$ cat src/logic/lsu_pkg.sv
// aligned-only build, so word accesses ignore address bits 1:0 and halfwords use bit 1
// data and address are fixed at 32 bits
package lsu_pkg;

  ////////////////////////////////////////
  // widths
  ////////////////////////////////////////

  localparam int unsigned LSU_WORD_W = 32;  // data and address width

  ////////////////////////////////////////
  // access size encoding
  ////////////////////////////////////////

  // matches the execute stage data_type field
  typedef enum logic [1:0] {
    LSU_TYPE_WORD  = 2'b00,  // 32 bit
    LSU_TYPE_HALF  = 2'b01,  // 16 bit
    LSU_TYPE_BYTE  = 2'b10,  // 8 bit
    LSU_TYPE_BYTE2 = 2'b11   // also 8 bit, second encoding
  } lsu_type_e;

  // byte offset inside a word, low address bits
  typedef logic [1:0] lsu_off_t;

  ////////////////////////////////////////
  // memory word views
  ////////////////////////////////////////

  // one bus word seen as byte lanes or halfword lanes
  // lane 0 sits at bits 7:0 (little endian)
  typedef union packed {
    logic [LSU_WORD_W/8-1:0][7:0]   b;  // four byte lanes
    logic [LSU_WORD_W/16-1:0][15:0] h;  // two halfword lanes
  } lsu_word_u;

endpackage

$ cat src/logic/lsu_addr_stage.sv
// execute-stage address path, purely combinational
// no misaligned splits and no register offset for stores
`timescale 1ns/1ps

module lsu_addr_stage
  import lsu_pkg::*;
(
  input  logic [LSU_WORD_W-1:0] operand_a_ex_i,   // base from rs1
  input  logic [LSU_WORD_W-1:0] operand_b_ex_i,   // immediate or rs2
  input  lsu_type_e             data_type_ex_i,   // access size
  input  logic [LSU_WORD_W-1:0] data_wdata_ex_i,  // store data, byte 0 in bits 7:0

  output logic [LSU_WORD_W-1:0] data_addr_o,      // to memory
  output logic [3:0]            data_be_o,        // lane enables to memory
  output lsu_word_u             data_wdata_o,     // lane-rotated store data
  output lsu_off_t              addr_off_o        // to load aligner
);

  logic [LSU_WORD_W-1:0] addr_sum;   // a + b
  lsu_off_t              addr_off;   // byte offset of the access
  lsu_word_u             wdata_src;  // store data as lanes
  lsu_word_u             wdata_rot;  // rotated onto addressed lanes
  logic [3:0]            be;

  ////////////////////////////////////////
  // address
  ////////////////////////////////////////

  assign addr_sum  = operand_a_ex_i + operand_b_ex_i;
  assign addr_off  = addr_sum[1:0];  // only the low bits steer lanes
  assign wdata_src = data_wdata_ex_i;

  ////////////////////////////////////////
  // byte enables
  ////////////////////////////////////////

  always_comb
  begin
    be = 4'b0000;
    case (data_type_ex_i)
      LSU_TYPE_WORD:
      begin
        be = 4'b1111;  // offset ignored
      end
      LSU_TYPE_HALF:
      begin
        // bit 0 ignored, bit 1 picks the pair
        if (addr_off[1])
          be = 4'b1100;
        else
          be = 4'b0011;
      end
      LSU_TYPE_BYTE, LSU_TYPE_BYTE2:
      begin
        be = 4'b0001 << addr_off;  // one hot lane
      end
      default:
      begin
        be = 4'b0000;
      end
    endcase
  end

  ////////////////////////////////////////
  // store data rotation
  ////////////////////////////////////////

  // rotate left by offset bytes
  // register byte 0 ends up in lane addr_off, the rest wraps around
  always_comb
  begin
    lsu_off_t src_lane;
    wdata_rot = '0;
    for (int lane = 0; lane < LSU_WORD_W/8; lane++)
    begin
      src_lane          = lsu_off_t'(lane) - addr_off;  // wraps mod 4
      wdata_rot.b[lane] = wdata_src.b[src_lane];
    end
  end

  // outputs
  assign data_addr_o  = addr_sum;
  assign data_be_o    = be;
  assign data_wdata_o = wdata_rot;
  assign addr_off_o   = addr_off;  // captured by the aligner on grant

endmodule

$ cat src/logic/lsu_req_ctrl.sv
// request FSM for req/gnt/rvalid memories with at most one access outstanding
// errors are only sampled together with a grant
`timescale 1ns/1ps

module lsu_req_ctrl
(
  input  logic clk,
  input  logic rst_n,

  // execute side
  input  logic data_req_ex_i,   // core wants an access
  input  logic data_we_ex_i,    // 1 store, 0 load
  input  logic ex_valid_i,      // execute stage moves on this cycle

  // memory side
  input  logic data_gnt_i,
  input  logic data_rvalid_i,
  input  logic data_err_i,      // valid with grant only

  output logic data_req_o,
  output logic lsu_ready_ex_o,  // low while a request waits for grant
  output logic lsu_ready_wb_o,  // low while wb waits for rvalid
  output logic busy_o,
  output logic load_err_o,
  output logic store_err_o
);

  typedef enum logic [1:0] {
    IDLE,                  // nothing outstanding
    WAIT_RVALID,           // granted, wb waits for data
    WAIT_RVALID_EX_STALL,  // granted while ex stalled
    IDLE_EX_STALL          // data back, ex still stalled
  } state_e;

  state_e state_q;
  state_e state_d;
  state_e grant_state;  // where a granted request goes

  ////////////////////////////////////////
  // state register
  ////////////////////////////////////////

  always_ff @(posedge clk or negedge rst_n)
  begin
    if (!rst_n)
      state_q <= IDLE;
    else
      state_q <= state_d;
  end

  // an ex stall in the grant cycle means the core has not taken the result
  assign grant_state = ex_valid_i ? WAIT_RVALID : WAIT_RVALID_EX_STALL;

  ////////////////////////////////////////
  // next state and handshake
  ////////////////////////////////////////

  always_comb
  begin
    state_d        = state_q;
    data_req_o     = 1'b0;
    lsu_ready_ex_o = 1'b1;
    lsu_ready_wb_o = 1'b1;

    case (state_q)
      IDLE:
      begin
        data_req_o = data_req_ex_i;
        if (data_req_ex_i)
        begin
          lsu_ready_ex_o = data_gnt_i;  // hold ex until granted
          if (data_gnt_i)
            state_d = grant_state;
        end
      end

      WAIT_RVALID:
      begin
        lsu_ready_wb_o = data_rvalid_i;
        if (data_rvalid_i)
        begin
          // back to back issue in the rvalid cycle
          data_req_o = data_req_ex_i;
          state_d    = IDLE;
          if (data_req_ex_i)
          begin
            lsu_ready_ex_o = data_gnt_i;
            if (data_gnt_i)
              state_d = grant_state;
          end
        end
      end

      WAIT_RVALID_EX_STALL:
      begin
        // no new request here, ex still holds the old access
        if (data_rvalid_i)
        begin
          if (ex_valid_i)
            state_d = IDLE;
          else
            state_d = IDLE_EX_STALL;
        end
        else if (ex_valid_i)
        begin
          state_d = WAIT_RVALID;  // stall gone, normal wait
        end
      end

      IDLE_EX_STALL:
      begin
        if (ex_valid_i)
          state_d = IDLE;  // core finally moved on
      end

      default:
      begin
        state_d = IDLE;
      end
    endcase
  end

  ////////////////////////////////////////
  // status and errors
  ////////////////////////////////////////

  assign busy_o = (state_q != IDLE) || data_req_o;

  // same cycle as the faulting grant
  assign load_err_o  = data_gnt_i & data_err_i & ~data_we_ex_i;
  assign store_err_o = data_gnt_i & data_err_i & data_we_ex_i;

endmodule

$ cat src/logic/lsu_load_align.sv
// load data extraction from the granted access attributes
// aligned accesses only, the result is held until the next load rvalid
`timescale 1ns/1ps

module lsu_load_align
  import lsu_pkg::*;
(
  input  logic                  clk,
  input  logic                  rst_n,

  input  logic                  data_gnt_i,          // capture strobe
  input  logic                  data_rvalid_i,       // result strobe
  input  logic                  data_we_ex_i,        // 1 store
  input  logic                  data_sign_ext_ex_i,  // 1 sign extend
  input  lsu_type_e             data_type_ex_i,
  input  lsu_off_t              addr_off_i,          // from address stage
  input  lsu_word_u             data_rdata_i,        // raw memory word

  output logic [LSU_WORD_W-1:0] data_rdata_ex_o      // to register file
);

  // attributes of the outstanding access
  lsu_type_e             type_q;
  lsu_off_t              off_q;
  logic                  sign_ext_q;
  logic                  we_q;

  logic [15:0]           half_sel;   // selected halfword lane
  logic [7:0]            byte_sel;   // selected byte lane
  logic [LSU_WORD_W-1:0] rdata_ext;  // extended result
  logic [LSU_WORD_W-1:0] rdata_q;    // last load result

  ////////////////////////////////////////
  // attribute capture on grant
  ////////////////////////////////////////

  always_ff @(posedge clk or negedge rst_n)
  begin
    if (!rst_n)
    begin
      type_q     <= LSU_TYPE_WORD;
      off_q      <= '0;
      sign_ext_q <= 1'b0;
      we_q       <= 1'b0;
    end
    else if (data_gnt_i)
    begin
      type_q     <= data_type_ex_i;
      off_q      <= addr_off_i;
      sign_ext_q <= data_sign_ext_ex_i;
      we_q       <= data_we_ex_i;
    end
  end

  ////////////////////////////////////////
  // lane select and extension
  ////////////////////////////////////////

  assign half_sel = data_rdata_i.h[off_q[1]];  // bit 0 ignored
  assign byte_sel = data_rdata_i.b[off_q];

  always_comb
  begin
    case (type_q)
      LSU_TYPE_WORD:
        rdata_ext = data_rdata_i;  // pass as is
      LSU_TYPE_HALF:
        rdata_ext = {{(LSU_WORD_W-16){sign_ext_q & half_sel[15]}}, half_sel};
      LSU_TYPE_BYTE, LSU_TYPE_BYTE2:
        rdata_ext = {{(LSU_WORD_W-8){sign_ext_q & byte_sel[7]}}, byte_sel};
      default:
        rdata_ext = data_rdata_i;
    endcase
  end

  ////////////////////////////////////////
  // result hold
  ////////////////////////////////////////

  // store rvalids leave the held load value alone
  always_ff @(posedge clk or negedge rst_n)
  begin
    if (!rst_n)
      rdata_q <= '0;
    else if (data_rvalid_i && !we_q)
      rdata_q <= rdata_ext;
  end

  // live in the rvalid cycle, registered afterwards
  assign data_rdata_ex_o = data_rvalid_i ? rdata_ext : rdata_q;

endmodule

$ cat src/logic/load_store_unit.sv
// aligned-only LSU between execute stage and a req/gnt/rvalid data memory
// one outstanding access, the core holds its inputs until lsu_ready_ex_o
`timescale 1ns/1ps

module load_store_unit
  import lsu_pkg::*;
(
  input  logic                  clk,
  input  logic                  rst_n,

  // execute side
  input  logic                  data_req_ex_i,
  input  logic                  data_we_ex_i,
  input  lsu_type_e             data_type_ex_i,
  input  logic                  data_sign_ext_ex_i,
  input  logic [LSU_WORD_W-1:0] data_wdata_ex_i,
  input  logic [LSU_WORD_W-1:0] operand_a_ex_i,
  input  logic [LSU_WORD_W-1:0] operand_b_ex_i,
  input  logic                  ex_valid_i,

  output logic [LSU_WORD_W-1:0] data_rdata_ex_o,
  output logic                  lsu_ready_ex_o,
  output logic                  lsu_ready_wb_o,
  output logic                  busy_o,
  output logic                  load_err_o,
  output logic                  store_err_o,

  // memory side
  output logic                  data_req_o,
  output logic [LSU_WORD_W-1:0] data_addr_o,
  output logic                  data_we_o,
  output logic [3:0]            data_be_o,
  output logic [LSU_WORD_W-1:0] data_wdata_o,
  input  logic                  data_gnt_i,
  input  logic                  data_rvalid_i,
  input  logic [LSU_WORD_W-1:0] data_rdata_i,
  input  logic                  data_err_i
);

  lsu_off_t addr_off;  // low address bits for the aligner

  ////////////////////////////////////////
  // address, enables, store data
  ////////////////////////////////////////

  lsu_addr_stage i_addr_stage (
    .operand_a_ex_i  (operand_a_ex_i),
    .operand_b_ex_i  (operand_b_ex_i),
    .data_type_ex_i  (data_type_ex_i),
    .data_wdata_ex_i (data_wdata_ex_i),
    .data_addr_o     (data_addr_o),
    .data_be_o       (data_be_o),
    .data_wdata_o    (data_wdata_o),
    .addr_off_o      (addr_off)
  );

  assign data_we_o = data_we_ex_i;  // direction straight from ex

  ////////////////////////////////////////
  // request FSM
  ////////////////////////////////////////

  lsu_req_ctrl i_req_ctrl (
    .clk            (clk),
    .rst_n          (rst_n),
    .data_req_ex_i  (data_req_ex_i),
    .data_we_ex_i   (data_we_ex_i),
    .ex_valid_i     (ex_valid_i),
    .data_gnt_i     (data_gnt_i),
    .data_rvalid_i  (data_rvalid_i),
    .data_err_i     (data_err_i),
    .data_req_o     (data_req_o),
    .lsu_ready_ex_o (lsu_ready_ex_o),
    .lsu_ready_wb_o (lsu_ready_wb_o),
    .busy_o         (busy_o),
    .load_err_o     (load_err_o),
    .store_err_o    (store_err_o)
  );

  // load path
  lsu_load_align i_load_align (
    .clk                (clk),
    .rst_n              (rst_n),
    .data_gnt_i         (data_gnt_i),
    .data_rvalid_i      (data_rvalid_i),
    .data_we_ex_i       (data_we_ex_i),
    .data_sign_ext_ex_i (data_sign_ext_ex_i),
    .data_type_ex_i     (data_type_ex_i),
    .addr_off_i         (addr_off),
    .data_rdata_i       (data_rdata_i),
    .data_rdata_ex_o    (data_rdata_ex_o)
  );

endmodule

$ cat config.mk
export PLATFORM = sky130hd
export DESIGN_NAME = load_store_unit
export DESIGN_NICKNAME = d
export VERILOG_FILES = /design/src/logic/lsu_pkg.sv /design/src/logic/lsu_addr_stage.sv /design/src/logic/lsu_req_ctrl.sv /design/src/logic/lsu_load_align.sv /design/src/logic/load_store_unit.sv
export SDC_FILE = /design/constraint.sdc
export NUM_CORES = 1
export LEC_CHECK = 0
export ABC_AREA = 1
export BUFFER_PORTS_ARGS = -buffer_cell sky130_fd_sc_hd__buf_2
export CORE_ASPECT_RATIO = 0.6
export CORE_MARGIN = 2
export CORE_UTILIZATION = 45
export DETAILED_ROUTE_END_ITERATION = 10
export PLACE_DENSITY = 0.75
export RECOVER_POWER = 25
export REMOVE_ABC_BUFFERS = 1
export SETUP_SLACK_MARGIN = 0.2
export SLEW_MARGIN = 0
export SYNTH_ARGS = -nofsm -noshare
export SYNTH_HDL_FRONTEND = slang
export SYNTH_SLANG_ARGS = --single-unit
$ cat constraint.sdc
create_clock -name clk -period 6.2 [get_ports clk]
set_input_delay 0.31 -clock clk [delete_from_list [all_inputs] [get_ports clk]]
set_output_delay 0.31 -clock clk [all_outputs]
set_load 0.05 [all_outputs]
==> qor.log <==
qor: clock_tree.post_cts_hold_buffer_count 0
qor: clock_tree.cts_inserted_buffers 5
qor: setup_path.rrSetupSlack 4.05 ns
qor: finish.fraction_of_layout_instances_using_a_drive_strength_above_1 0.230
qor: hold_path.min_delay_path_depth 3
qor: setup_path.critical_path_required 5.89 ns
qor: drt.post_drt_wl_per_cell 12.8 um
qor: sta.min_period_over_period 0.581
qor: job.number_of_maximum_capacitance_violations 1
qor: placed_design.dpl.hpwl 15.2 mm
qor: setup_path.crit_arrival 3.29 ns
qor: die.row_count 32
qor: placed_design.place.port_buffers 245
qor: sta.worst_slew_margin_rel -0.486
qor: sta.grt_setup_unrepaired false
qor: synth.ys_types 38
qor: pwr.vdd_drop_max 0.169 mV
qor: sta.min_period 3.60 ns
qor: finish.layout.filler_cells 1322
qor: clock_tree.clk_pin_slew_worst_paths 0.06 ns
qor: drt.via_per_inst 4.86
qor: die.coreArea 12800 um2
qor: die.die_w 152 um
qor: run_status.outcome finished with violations
qor: clock_tree.clock-root-buffer sky130_fd_sc_hd__clkbuf_16
qor: synth.ys_dominant_reg_cell sky130_fd_sc_hd__dfrtp_1
qor: drt.vias 6979
qor: setup_path.start_kind primary input
qor: sta.maxClockFrequency 0.277 GHz
qor: synth.async_flop_share 1.00
qor: pwr.power.density 265 nW/um2
qor: drt.drt-total-wl 18.4 mm
qor: drt.drt.antenna.violating_nets 0
qor: drt.remaining_drc_errors 0
qor: hold_path.whs_endpoint i_load_align.sign_ext_q
qor: setup_path.worstSetupEndpointType output pin
qor: synth.number_of_warnings_issued_by_yosys 0
qor: run_status.failed_checks capacitance limit, slew limit
qor: grt.grt_max_degree 64
qor: die.initial_util 0.460
qor: setup_path.path_class in -> out
qor: grt.grt_overflow_total 0
qor: synth.post_synth_edffs 0
qor: pwr.total_power 1950 uW
qor: sta.totalNegativeSetupSlack 0 ns
qor: drt.iteration_0_drc_markers 442
qor: finish.final_core_utilization 0.574
qor: grt.grt_antenna_before_repair 1
qor: sta.timing.final.hold_violations 0
qor: synth.post_synth.cell_area_avg 5.66 um2
qor: placed_design.place_ws 2.62 ns
qor: sta.post-route-worst-setup-slack 2.60 ns
qor: sta.timing.final.setup_violations 0
qor: die.design.die.area 14100 um2
qor: setup_path.r2r_path_end i_load_align.rdata_q[11]
qor: synth.syn-cell-area 5900 um2
qor: sta.number_of_slew_limit_violations_in_the_final_report 41
qor: setup_path.timing.reg2reg.worst_path_depth 9
qor: hold_path.hold_start data_sign_ext_ex_i
qor: setup_path.timing.rr.start i_load_align.off_q[1]
qor: synth.synthesis.instances 1042
qor: die.chipHeight 92.7 um
qor: clock_tree.post-cts-setup-buffers 0
qor: grt.wire_length_of_the_first_global_routing_pass 29.9 mm
qor: synth.yosys_register_bits 40
qor: clock_tree.htreeDepth 2
qor: clock_tree.clock-sinks 40
qor: clock_tree.cts.repair.resized 0
qor: placed_design.gpl.final_weighted_congestion 1.01
qor: clock_tree.tritoncts yes
qor: grt.first_global_vias 6166
qor: synth.seq_area_frac_synth 0.170
qor: sta.timing_worst_slew_pin_value 2.23 ns
qor: finish.layout-area-overhead-vs-synth 24.8%
qor: finish.finalNetCount 1439
qor: setup_path.critical_path.max_fanout 22
qor: pwr.power.leakage 0.00469 uW
qor: hold_path.hold_class in -> reg
qor: drt.drt_first_pass_iters 5
qor: die.count_of_pins_on_the_block_boundary 246
qor: clock_tree.max-clock-path-buffers 2
qor: clock_tree.clock_insertion_delay_worst_skew 0.28 ns
qor: grt.groute.usage.overall 0.263
qor: sta.clock-skew-final 0.00412 ns
-- per-stage QoR --
stage	hold slack [ns]	instance area, um2	cells
final	0.235	7360	1435
after global routing	0.250	7360	1435
after CTS	0.200	7360	1434
after detailed placement	0.465	7170	1426
after global placement	0.462	7170	1426
after floorplan	0.0144	5710	1009
-- cell families (layout without fill, tap and decap cells) --
logic type	count (synthesis)	in the layout	synth area share
AND/OR/NAND/NOR	558	558	0.393
buffers and inverters	215	437	0.147
AO/OA/AOI/OAI	145	145	0.133
flip-flops	40	40	0.170
adder cells (fa/ha/maj)	37	37	0.0798
multiplexers	32	32	0.0543
XOR/XNOR	15	15	0.0223
other	0	1	0
-- state kept, by name, indices dropped and copies added (netlist names) --
signal	flops
i_req_ctrl.state_q	2
i_load_align.rdata_q	32
i_load_align.we_q	1
i_load_align.off_q	2
i_load_align.type_q	2
i_load_align.sign_ext_q	1
-- where the power goes --
part | switching (uW) | leakage [uW] | total (uW) | internal, uW
registers | 30.2 | 0.000506 | 345 | 315
logic | 961 | 0.00409 | 1290 | 327
clock network | 106 | 0.0000901 | 318 | 212
total | 1100 | 0.00469 | 1950 | 854
-- worst max-delay path: stages --
cell and delay [ns]:
sky130_fd_sc_hd__buf_2 0.09, sky130_fd_sc_hd__ha_2 0.19, sky130_fd_sc_hd__inv_1 0.05, sky130_fd_sc_hd__fa_1 0.93
sky130_fd_sc_hd__inv_1 0.46, sky130_fd_sc_hd__ha_1 0.74, sky130_fd_sc_hd__nor2_1 0.09, sky130_fd_sc_hd__a21oi_1 0.14
sky130_fd_sc_hd__buf_2 0.28
-- layer usage --
layer	up-vias	wire, um	global-route usage
met5	-	0	0
met4	0	97	0.0401
met3	6	1620	0.0335
met2	278	7350	0.387
met1	3034	9300	0.410
li1	3661	-	-
-- worst max-delay path by stage --
stage,startpoint,endpoint,slack (ns),cells after the start
4_1_cts,operand_a_ex_i[0],data_wdata_o[4],2.62,9
6_report,operand_a_ex_i[0],data_wdata_o[4],2.60,9
3_5_place_dp,operand_a_ex_i[0],data_wdata_o[4],2.62,9
5_1_grt,operand_a_ex_i[0],data_wdata_o[1],2.32,9
2_1_floorplan,operand_a_ex_i[0],data_wdata_o[16],2.18,4
3_3_place_gp,operand_a_ex_i[0],data_wdata_o[6],2.70,9
-- final cells by class --
cell class	count	area, um2	share of cell area
multi-input cells	787	4030	0.548
clock inverters	1	30.0	0.00408
repair buffers	247	1240	0.168
diodes	1	2.50	0.000340
clock buffers	7	153	0.0207
well taps	170	213	0.0289
inverters	182	686	0.0932
flip-flops and latches	40	1000	0.136
-- cells in the final DEF, fill, tap and decap left out, types with 2 or more instances in the layout --
cell | Yosys | routed
sky130_fd_sc_hd__clkbuf_16 | 0 | 5
sky130_fd_sc_hd__ha_1 | 36 | 35
sky130_fd_sc_hd__o211ai_1 | 6 | 6
sky130_fd_sc_hd__buf_4 | 4 | 2
sky130_fd_sc_hd__nand4_1 | 5 | 5
sky130_fd_sc_hd__clkbuf_8 | 0 | 2
sky130_fd_sc_hd__nand3_2 | 22 | 22
sky130_fd_sc_hd__a21oi_1 | 30 | 30
sky130_fd_sc_hd__inv_1 | 176 | 177
sky130_fd_sc_hd__or2_2 | 3 | 3
sky130_fd_sc_hd__nand3_1 | 31 | 31
sky130_fd_sc_hd__nand2_1 | 428 | 428
sky130_fd_sc_hd__clkbuf_1 | 11 | 2
sky130_fd_sc_hd__and2_1 | 3 | 3
sky130_fd_sc_hd__dfrtp_1 | 40 | 40
sky130_fd_sc_hd__a21boi_0 | 3 | 3
sky130_fd_sc_hd__o221ai_1 | 3 | 3
sky130_fd_sc_hd__inv_2 | 5 | 4
sky130_fd_sc_hd__o21ai_0 | 59 | 59
sky130_fd_sc_hd__a211oi_1 | 2 | 2
sky130_fd_sc_hd__nor2_1 | 59 | 59
sky130_fd_sc_hd__o21bai_1 | 3 | 3
sky130_fd_sc_hd__xor2_1 | 13 | 13
sky130_fd_sc_hd__o21ai_1 | 34 | 34
sky130_fd_sc_hd__xnor2_1 | 2 | 2
sky130_fd_sc_hd__nand2_2 | 3 | 3
sky130_fd_sc_hd__mux2i_1 | 32 | 32
sky130_fd_sc_hd__buf_2 | 11 | 243
-- cells in the mapped netlist, types with 11 or more instances --
cell,count,share of area
sky130_fd_sc_hd__nand2_1,428,0.27
sky130_fd_sc_hd__inv_1,176,0.11
sky130_fd_sc_hd__nor2_1,59,0.038
sky130_fd_sc_hd__o21ai_0,59,0.050
sky130_fd_sc_hd__dfrtp_1,40,0.17
sky130_fd_sc_hd__ha_1,36,0.076
sky130_fd_sc_hd__o21ai_1,34,0.029
sky130_fd_sc_hd__mux2i_1,32,0.054
sky130_fd_sc_hd__nand3_1,31,0.026
sky130_fd_sc_hd__a21oi_1,30,0.025
sky130_fd_sc_hd__nand3_2,22,0.037
sky130_fd_sc_hd__xor2_1,13,0.019
sky130_fd_sc_hd__buf_2,11,0.0093
sky130_fd_sc_hd__clkbuf_1,11,0.0070
Note: power is estimated with default switching activity, not from simulation.
